## src/common/l1_pkg.sv

```systemverilog
// L1 directory shared package
// Self-clean state type and default cache geometry

package l1_pkg;

  // ------------------------------
  // Self-clean state
  // ------------------------------

  // One state bit per array
  // Run walks every set, done holds until reset
  typedef enum logic {
    CLEAN_RUN  = 1'b0,
    CLEAN_DONE = 1'b1
  } clean_state_e;

  // ------------------------------
  // Default geometry
  // ------------------------------

  // Ways per set
  // Any value of 2 or more works
  parameter int WAY_NUM_DEF   = 4;

  // Sets in the directory
  // Must be a power of two
  parameter int SET_NUM_DEF   = 16;

  // Stored tag bits per way
  parameter int TAG_WIDTH_DEF = 8;

  // Total storage per set, for reference
  // One valid bit plus one tag per way
  parameter int SET_BITS_DEF  = WAY_NUM_DEF * (TAG_WIDTH_DEF + 1);

endpackage
```

## src/logic/l1_dir_top.sv

```systemverilog
// L1 tag directory top level
// Joins the tag array and the replacement state
// Results come one cycle after req

module l1_dir_top #(
  parameter int WAY_NUM   = l1_pkg::WAY_NUM_DEF,
  parameter int SET_NUM   = l1_pkg::SET_NUM_DEF,
  parameter int TAG_WIDTH = l1_pkg::TAG_WIDTH_DEF
) (
  input  logic                       clk,
  input  logic                       rst_n,
  // Lookup request
  input  logic                       req,
  input  logic [$clog2(SET_NUM)-1:0] idx,
  input  logic [TAG_WIDTH-1:0]       tag,
  output logic                       ready,
  // Lookup result
  output logic                       hit,
  output logic                       evict_val,
  output logic [WAY_NUM-1:0]         way_vect,
  output logic [TAG_WIDTH-1:0]       evict_tag
);

  // Between the two arrays
  logic               lru_ready;
  logic               tag_ready;
  logic [WAY_NUM-1:0] ld_val_vect;
  logic [WAY_NUM-1:0] tag_cmp_vect;

  // Both arrays must be clean
  assign ready = lru_ready & tag_ready;

  l1_lrum #(
    .WAY_NUM   (WAY_NUM),
    .SET_NUM   (SET_NUM),
    .TAG_WIDTH (TAG_WIDTH)
  ) u_lrum (
    .clk          (clk),
    .rst_n        (rst_n),
    .req          (req),
    .idx          (idx),
    .ready        (lru_ready),
    .ld_val_vect  (ld_val_vect),
    .tag_cmp_vect (tag_cmp_vect),
    .hit          (hit),
    .evict_val    (evict_val),
    .way_vect     (way_vect)
  );

  l1_tag_array #(
    .WAY_NUM   (WAY_NUM),
    .SET_NUM   (SET_NUM),
    .TAG_WIDTH (TAG_WIDTH)
  ) u_tag_array (
    .clk          (clk),
    .rst_n        (rst_n),
    .req          (req),
    .idx          (idx),
    .tag          (tag),
    .hit          (hit),
    .way_vect     (way_vect),
    .ready        (tag_ready),
    .ld_val_vect  (ld_val_vect),
    .tag_cmp_vect (tag_cmp_vect),
    .evict_tag    (evict_tag)
  );

endmodule

```

## src/tag/l1_tag_array.sv

```systemverilog
// L1 tag storage
// Valid bit and tag per way, one RAM word per set
// Self-clean, same-set bypass, compare vectors, fill and victim tag

module l1_tag_array #(
  parameter int WAY_NUM   = 4,
  parameter int SET_NUM   = 16,
  parameter int TAG_WIDTH = 8
) (
  input  logic                       clk,
  input  logic                       rst_n,
  // Read stage
  input  logic                       req,
  input  logic [$clog2(SET_NUM)-1:0] idx,
  input  logic [TAG_WIDTH-1:0]       tag,
  // Analyze stage, from the replacement block
  input  logic                       hit,
  input  logic [WAY_NUM-1:0]         way_vect,
  output logic                       ready,
  output logic [WAY_NUM-1:0]         ld_val_vect,
  output logic [WAY_NUM-1:0]         tag_cmp_vect,
  output logic [TAG_WIDTH-1:0]       evict_tag
);

  import l1_pkg::*;

  localparam int IDX_W  = $clog2(SET_NUM);
  // Word layout is {tags, valid bits}
  localparam int WORD_W = WAY_NUM * (TAG_WIDTH + 1);

  clean_state_e                       clean_state_r;
  logic [IDX_W-1:0]                   clean_addr_r;
  logic                               clean_run;

  logic                               req_r;
  logic [IDX_W-1:0]                   idx_r;
  logic [TAG_WIDTH-1:0]               tag_r;
  logic                               bypass_r;
  logic [WORD_W-1:0]                  byp_word_r;

  logic [WORD_W-1:0]                  word_sram;
  logic [WORD_W-1:0]                  set_word;
  logic [WAY_NUM-1:0][TAG_WIDTH-1:0]  set_tags;
  logic [WAY_NUM-1:0][TAG_WIDTH-1:0]  fill_tags;
  logic [WAY_NUM-1:0]                 fill_val;
  logic [WORD_W-1:0]                  word_next;

  // ------------------------------
  // Hardware clean
  // ------------------------------

  always_ff @(posedge clk or negedge rst_n) begin
    if (!rst_n) begin
      clean_state_r <= CLEAN_RUN;
      clean_addr_r  <= '0;
    end else if (clean_state_r == CLEAN_RUN) begin
      clean_addr_r <= clean_addr_r + 1'b1;
      if (clean_addr_r == IDX_W'(SET_NUM - 1)) begin
        clean_state_r <= CLEAN_DONE;
      end
    end
  end

  assign clean_run = (clean_state_r == CLEAN_RUN);
  assign ready     = ~clean_run;

  // ------------------------------
  // Read stage
  // ------------------------------

  always_ff @(posedge clk or negedge rst_n) begin
    if (!rst_n) begin
      req_r    <= 1'b0;
      bypass_r <= 1'b0;
    end else begin
      req_r    <= req;
      bypass_r <= req & req_r & (idx == idx_r);
    end
  end

  // Lookup payload, held for the analyze cycle
  always_ff @(posedge clk) begin
    if (req) begin
      idx_r <= idx;
      tag_r <= tag;
    end
  end

  // Set contents after the analyze update
  always_ff @(posedge clk) begin
    if (req_r) begin
      byp_word_r <= word_next;
    end
  end

  // ------------------------------
  // Analyze stage
  // ------------------------------

  assign set_word    = bypass_r ? byp_word_r : word_sram;
  assign ld_val_vect = set_word[WAY_NUM-1:0];
  assign set_tags    = set_word[WORD_W-1:WAY_NUM];

  // Per-way compare and victim tag of the chosen way
  always_comb begin
    evict_tag = '0;
    for (int w = 0; w < WAY_NUM; w++) begin
      tag_cmp_vect[w] = (set_tags[w] == tag_r);
      if (way_vect[w]) begin
        evict_tag = evict_tag | set_tags[w];
      end
    end
  end

  // Fill of the chosen way on a miss
  always_comb begin
    fill_val  = ld_val_vect;
    fill_tags = set_tags;
    for (int w = 0; w < WAY_NUM; w++) begin
      if (way_vect[w]) begin
        fill_val[w]  = 1'b1;
        fill_tags[w] = tag_r;
      end
    end
  end

  assign word_next = hit ? set_word : {fill_tags, fill_val};

  sram_dp #(
    .WIDTH (WORD_W),
    .DEPTH (SET_NUM)
  ) u_tag_mem (
    .clk        (clk),
    .read_en    (req),
    .read_addr  (idx),
    .read_data  (word_sram),
    // A hit leaves the set as it is
    .write_en   (clean_run | (req_r & ~hit)),
    .write_addr (clean_run ? clean_addr_r : idx_r),
    .write_data (clean_run ? '0 : word_next)
  );

endmodule

```

## src/lru/l1_lrum.sv

```systemverilog
// L1 replacement state
// One used bit per way and set, with self-clean after reset,
// same-set bypass, hit detection and way choice

module l1_lrum #(
  parameter int WAY_NUM   = 4,
  parameter int SET_NUM   = 16,
  parameter int TAG_WIDTH = 8
) (
  input  logic                       clk,
  input  logic                       rst_n,
  // Read stage
  input  logic                       req,
  input  logic [$clog2(SET_NUM)-1:0] idx,
  output logic                       ready,
  // Analyze stage
  input  logic [WAY_NUM-1:0]         ld_val_vect,
  input  logic [WAY_NUM-1:0]         tag_cmp_vect,
  output logic                       hit,
  output logic                       evict_val,
  output logic [WAY_NUM-1:0]         way_vect
);

  import l1_pkg::*;

  localparam int IDX_W = $clog2(SET_NUM);

  // Self-clean
  clean_state_e        clean_state_r;
  logic [IDX_W-1:0]    clean_addr_r;
  logic                clean_run;

  // Read stage registers
  logic                req_r;
  logic [IDX_W-1:0]    idx_r;
  logic                bypass_r;
  logic [WAY_NUM-1:0]  used_byp_r;

  // Analyze stage
  logic [WAY_NUM-1:0]  used_sram;
  logic [WAY_NUM-1:0]  used;
  logic [WAY_NUM-1:0]  hit_vect;
  logic [WAY_NUM-1:0]  alloc_vect;
  logic [WAY_NUM-1:0]  used_upd;
  logic [WAY_NUM-1:0]  used_next;

  // RAM write side
  logic                mem_wen;
  logic [IDX_W-1:0]    mem_waddr;
  logic [WAY_NUM-1:0]  mem_wdata;

  // Lowest set bit of a vector, zero for zero input
  function automatic logic [WAY_NUM-1:0] lowest_one(input logic [WAY_NUM-1:0] vec);
    logic found;
    found      = 1'b0;
    lowest_one = '0;
    for (int i = 0; i < WAY_NUM; i++) begin
      if (vec[i] && !found) begin
        lowest_one[i] = 1'b1;
        found         = 1'b1;
      end
    end
  endfunction

  // ------------------------------
  // Hardware clean
  // ------------------------------

  // One set per cycle, done after the last index
  always_ff @(posedge clk or negedge rst_n) begin
    if (!rst_n) begin
      clean_state_r <= CLEAN_RUN;
      clean_addr_r  <= '0;
    end else if (clean_state_r == CLEAN_RUN) begin
      clean_addr_r <= clean_addr_r + 1'b1;
      if (clean_addr_r == IDX_W'(SET_NUM - 1)) begin
        clean_state_r <= CLEAN_DONE;
      end
    end
  end

  assign clean_run = (clean_state_r == CLEAN_RUN);
  assign ready     = ~clean_run;

  // ------------------------------
  // Read stage
  // ------------------------------

  always_ff @(posedge clk or negedge rst_n) begin
    if (!rst_n) begin
      req_r    <= 1'b0;
      bypass_r <= 1'b0;
    end else begin
      req_r    <= req;
      // Same set as the one in analyze, RAM would return stale bits
      bypass_r <= req & req_r & (idx == idx_r);
    end
  end

  always_ff @(posedge clk) begin
    if (req) begin
      idx_r <= idx;
    end
  end

  // Last written bits, for the back-to-back case
  always_ff @(posedge clk) begin
    if (req_r) begin
      used_byp_r <= used_next;
    end
  end

  // ------------------------------
  // Analyze stage
  // ------------------------------

  assign used       = bypass_r ? used_byp_r : used_sram;
  assign hit_vect   = ld_val_vect & tag_cmp_vect;
  assign hit        = req_r & (|hit_vect);
  assign evict_val  = req_r & ~(|hit_vect) & (&ld_val_vect);
  // Miss takes the lowest way with a clear used bit
  assign alloc_vect = lowest_one(~used);
  assign way_vect   = (|hit_vect) ? hit_vect : alloc_vect;

  // Set the chosen bit, restart the round when all are set
  assign used_upd   = used | way_vect;
  assign used_next  = (&used_upd) ? way_vect : used_upd;

  // Clean has the write port until it is done
  assign mem_wen    = clean_run | req_r;
  assign mem_waddr  = clean_run ? clean_addr_r : idx_r;
  assign mem_wdata  = clean_run ? '0 : used_next;

  sram_dp #(
    .WIDTH (WAY_NUM),
    .DEPTH (SET_NUM)
  ) u_used_mem (
    .clk        (clk),
    .read_en    (req),
    .read_addr  (idx),
    .read_data  (used_sram),
    .write_en   (mem_wen),
    .write_addr (mem_waddr),
    .write_data (mem_wdata)
  );

endmodule

```

## src/logic/sram_dp.sv

```systemverilog
// Two-port synchronous RAM
// One write port, one read port with a registered output

module sram_dp #(
  parameter int WIDTH = 8,
  parameter int DEPTH = 16
) (
  input  logic                     clk,
  // Read port
  input  logic                     read_en,
  input  logic [$clog2(DEPTH)-1:0] read_addr,
  output logic [WIDTH-1:0]         read_data,
  // Write port
  input  logic                     write_en,
  input  logic [$clog2(DEPTH)-1:0] write_addr,
  input  logic [WIDTH-1:0]         write_data
);

  // Storage, no reset
  logic [WIDTH-1:0] mem [DEPTH];

  // ------------------------------
  // Write port
  // ------------------------------

  always_ff @(posedge clk) begin
    if (write_en) begin
      mem[write_addr] <= write_data;
    end
  end

  // ------------------------------
  // Read port
  // ------------------------------

  // Old data on a same-address write in the same edge
  // Users cover that with their own bypass
  always_ff @(posedge clk) begin
    if (read_en) begin
      read_data <= mem[read_addr];
    end
  end

endmodule

```

## config.mk

```make
export PLATFORM = sky130hd
export DESIGN_NAME = l1_dir_top
export DESIGN_NICKNAME = d
export VERILOG_FILES = /design/src/common/l1_pkg.sv /design/src/logic/l1_dir_top.sv /design/src/tag/l1_tag_array.sv /design/src/lru/l1_lrum.sv /design/src/logic/sram_dp.sv
export SDC_FILE = /design/constraint.sdc
export NUM_CORES = 1
export LEC_CHECK = 0
export BUFFER_PORTS_ARGS = -buffer_cell sky130_fd_sc_hd__buf_2
export CORE_MARGIN = 8
export CORE_UTILIZATION = 30
export CTS_CLUSTER_DIAMETER = 100
export DETAILED_ROUTE_END_ITERATION = 8
export HOLD_SLACK_MARGIN = 0.02
export PLACE_DENSITY = 0.51
export SYNTH_ARGS = -nofsm -noshare
export SYNTH_HDL_FRONTEND = slang
export SYNTH_SLANG_ARGS = --single-unit
```

## constraint.sdc

```tcl
create_clock -name clk -period 3.79 [get_ports clk]
set_input_delay 0.758 -clock clk [delete_from_list [all_inputs] [get_ports clk]]
set_output_delay 0.758 -clock clk [all_outputs]
set_load 0.1 [all_outputs]
```

==> results.rst <==
.. list-table::
   :header-rows: 1

   * - Metric
     - Value
   * - Run status
     - finished with violations
   * - Failing checks
     - setup timing
   * - Worst flop-to-flop path endpoint
     - u_lrum.u_used_mem.mem[4][0]
   * - Critical Path Start
     - u_tag_array.bypass_r
   * - DP HPWL
     - 45800 microns
   * - Final-stage net count
     - 1639
   * - CP Data Required Time
     - 3.03 ns
   * - Met2 GRT Util
     - 21.8%
   * - Post-synthesis average cell area
     - 21.2 sq um
   * - Worst hold margin
     - approximately 0.32 ns
   * - Most frequent standard cell in the layout excluding fill and tap cells
     - sky130_fd_sc_hd__edfxtp_1
   * - Post-Synthesis Cells
     - 1419
   * - Most utilized layer in the global route result
     - met2
   * - Netlist area before placement
     - 30100 sq um
   * - Clock tree buffer depth
     - 3
   * - Post-DR vias/cell
     - 4.96
   * - Clk_lat worst skew
     - 0.62 ns
   * - X dimension of the die
     - 333 microns
   * - Root Driver
     - sky130_fd_sc_hd__clkbuf_16
   * - Series of cell instances along the critical path
     - buf_12 > buf_12 > buf_4 > mux2i_4 > xnor2_2 > nor4_2 > nand4_1 > nand4_1 > nand2_4 > buf_4 > a222oi_1 > o21ai_2 > buf_12
   * - Highest fanout seen on the critical path
     - 7
   * - Remaining number of nets flagged by the antenna check after routing
     - 0
   * - Share of post-route cells with drive strength above 1
     - 40.2%
   * - Final count of pins violating max slew
     - 0
   * - M1 GR Usage
     - about a fifth
   * - Worst vdd ir
     - 0.000336 V
   * - RR Startpoint
     - u_tag_array.bypass_r
   * - Clock tree from TritonCTS
     - done
   * - Core box area
     - approximately 100000 sq um
   * - Sequential Power Share
     - approximately half
   * - Clock-pin slew of the registers on the worst-case setup and hold paths
     - 0.06 ns
   * - Filler cell count in the final layout
     - 9058
   * - Area growth syn-to-layout
     - 22.9%
   * - Crit start category
     - register
   * - Count of cell types in the netlist
     - 66
   * - Port Buf Inserts
     - 29
   * - Critical path class
     - reg -> out
   * - Initial DRC Count
     - 1227
   * - Cell-internal power
     - 15.1 mW
   * - Net switching power figure
     - 4.43 mW
   * - Detailed-route wire length per cell
     - 25.5 microns
   * - Worst slack at placement
     - -0.0813 ns
   * - Hold crit path type
     - in -> reg
   * - Largest net degree at the start of global routing
     - 74
   * - Initial core utilization
     - 30.2%
   * - Final critical-path required period
     - 4.37 ns
   * - Residual overflow from global routing
     - 0
   * - GRT Resource Usage Total
     - 13.5%
   * - GR met3 Demand/Resource
     - 2.39%
   * - Total Die Area
     - 111000 sq um
   * - Arrival time of the worst setup path
     - 3.61 ns
   * - Register-to-register setup slack
     - about 0.12 ns
   * - Total area of multi-input combinational cells
     - ~8100 sq um
   * - Lkg Pwr
     - between 10 and 15 nW
   * - Overall Power
     - between 15 and 20 mW
   * - CTS H-tree depth
     - 3
   * - Setup repair after global routing missed its margin
     - true
   * - Yosys reg bits
     - 744
   * - Vias in the first global route
     - between 15k and 20k
   * - Syn_nets
     - ~1.4k
   * - Most frequent cells in the layout
     - 732 x sky130_fd_sc_hd__edfxtp_1, 200 x sky130_fd_sc_hd__mux4_2, 109 x sky130_fd_sc_hd__buf_4
   * - Initial antenna violation count
     - 1
   * - Placed cell areas
     - between 30000 and 40000 sq um
   * - Final design instance area without fill
     - 37000 sq um
   * - Cts bufs inserted
     - 82
   * - Top_reg_cell synth
     - sky130_fd_sc_hd__edfxtp_1
   * - Max-Cap Viols
     - 0
   * - FP Rows
     - 116
   * - Worst r2r path cells
     - 19
   * - Last element of the critical path
     - evict_tag[3]
   * - Highest-delay cell along the critical path
     - sky130_fd_sc_hd__dfrtp_2
   * - Seq/Total Area, Yosys
     - 73.9%
   * - Crit-path most repeated cell
     - sky130_fd_sc_hd__buf_12
   * - Vertical extent of the die
     - around 330 microns
   * - Number of design rule violations left after detail routing
     - 0
   * - Max frequency
     - 229 MHz
   * - Total via count after detailed routing
     - approximately 15k
   * - Number of iterations in the first detailed-routing pass
     - 5
   * - Slew at the pin closest to its max-slew limit
     - 1.18 ns
   * - Relative slew slack
     - 21.2%
   * - Core Util, Final
     - 37.1%
   * - Sw frac
     - 22.7%
   * - Gpl congestion
     - 0.865
   * - Final hold violation count
     - 0
   * - Number of enable-type register cells in the synthesized netlist
     - 732
   * - Endpoint kind of the worst setup timing path
     - output port
   * - Power per Cell Area
     - 527 nW/um^2
   * - Clock network fraction of total power
     - around two fifths
   * - Setup violations, final
     - 14
   * - I/O pin cnt
     - 30
   * - Async S/R FF share, synth
     - 1.61%
   * - Longest individual stage delay on the worst path
     - 0.43 ns
   * - Number of warnings reported in the yosys synthesis log
     - 0
   * - Sequential standard cell area
     - around 22000 sq um
   * - Slack of the critical path
     - -0.576 ns
   * - Period utilisation layout
     - 115%
   * - Clock net sink count
     - about 740
   * - First-pass GRT wire length
     - 111000 microns
   * - Total inserted antenna cells
     - 0
   * - DRT Wirelength
     - 76100 microns
   * - Clock tree skew after final layout
     - 0.0230 ns
   * - Combinational cell fraction of total power
     - around a tenth
[logic make-up after synthesis]
kind of cell	count (synthesis)	synth area share, %
buffers and inverters	89	1.37
muxes	291	18.5
and+or+nand+nor	180	3.12
AOI/OAI and AO/OA	67	1.68
xor gates and xnor gates	46	1.34
adders and majority gates	2	0.0830
DFF	744	73.9
[stage by stage]
step	cells	setup TNS, ns
detailed placement	2786	-0.226
floorplan	1419	-3.00
CTS	2962	-4.32
global placement	2786	-0.100
finish	2985	-5.68
global route	2985	-7.26
[cell usage after synthesis, types with 13 or more instances]
library cell / instances / area [sq um]
sky130_fd_sc_hd__edfxtp_1: 732 / 22000
sky130_fd_sc_hd__mux4_2: 200 / 4500
sky130_fd_sc_hd__nand2_1: 58 / 218
sky130_fd_sc_hd__clkbuf_1: 48 / 180
sky130_fd_sc_hd__nor2_1: 45 / 169
sky130_fd_sc_hd__mux2_2: 39 / 439
sky130_fd_sc_hd__mux2i_1: 29 / 290
sky130_fd_sc_hd__xnor2_1: 27 / 236
sky130_fd_sc_hd__mux2_4: 19 / 285
sky130_fd_sc_hd__xor2_1: 19 / 166
sky130_fd_sc_hd__buf_1: 17 / 63.8
sky130_fd_sc_hd__a21oi_1: 13 / 65.1
sky130_fd_sc_hd__and2_1: 13 / 81.3
[worst min-delay path by stage]
| stage | startpoint | endpoint | slack (ns) | cells after the start |
|---|---|---|---|---|
| floorplan | rst_n | u_lrum.clean_addr_r[0] | 0.46 | 0 |
| global placement | u_tag_array.clean_addr_r[0] | u_tag_array.clean_addr_r[0] | 0.48 | 1 |
| detailed placement | u_tag_array.clean_addr_r[0] | u_tag_array.clean_addr_r[0] | 0.50 | 1 |
| CTS | tag[2] | u_tag_array.tag_r[2] | 0.28 | 1 |
| global route | tag[2] | u_tag_array.tag_r[2] | 0.29 | 1 |
| finish | tag[2] | u_tag_array.tag_r[2] | 0.32 | 1 |
[power groups by stage]
stage | sequential (mW) | combinational, mW | clock (mW)
2_1_floorplan | 9.72 | 1.09 | 0
3_3_place_gp | 9.77 | 1.77 | 0
3_5_place_dp | 9.78 | 1.80 | 0
4_1_cts | 9.61 | 1.88 | 8.14
5_1_grt | 9.64 | 2.07 | 8.44
6_report | 9.62 | 1.95 | 7.95
[state kept, by name (all words and copies together) (netlist names)]
| name | flops |
|---|---|
| u_lrum.clean_addr_r | 4 |
| u_lrum.ready | 1 |
| u_lrum.u_used_mem.mem | 64 |
| u_lrum.u_used_mem.read_data | 4 |
| u_lrum.used_byp_r | 4 |
| u_tag_array.byp_word_r | 36 |
| u_tag_array.bypass_r | 1 |
| u_tag_array.clean_addr_r | 4 |
| u_tag_array.idx_r | 4 |
| u_tag_array.ready | 1 |
| u_tag_array.req_r | 1 |
| u_tag_array.tag_r | 8 |
| u_tag_array.u_tag_mem.mem | 576 |
| u_tag_array.u_tag_mem.read_data | 36 |
[critical path, delay by kind of cell, from the launching register on]
family	cells	cell delay, ns
simple gates	4	0.87
mux	1	0.20
xor+xnor	1	0.15
flops	1	0.43
buf+inv	5	0.80
compound gates	2	0.52
[layout make-up]
class                   count  area share [%]
repair buffers            199            6.21
inverters                   9          0.0980
multi-input cells         586            21.9
clock buffers              98            5.87
well taps                1298            4.38
flip-flops and latches    744            60.2
clock inverters            51            1.41
[routing by layer]
metal	part of all wire [%]	vias up
met1	45	8041
met4	2.3	0
met3	4.5	103
met5	0	-
li1	-	6309
met2	48	364
[timing repair]
| item | 4_1_cts | 5_1_grt |
|---|---|---|
| gates cloned | 2 | 0 |
| endpoints found under the setup margin | 14 | 206 |
| hold buffers | 1 | 0 |
| buffers inserted | 24 | 25 |
| gates resized for setup | 62 | 67 |
| hold endpoints to repair | 12 | 0 |
| pin swaps | 17 | 17 |
(Power assumes the default switching activity.)
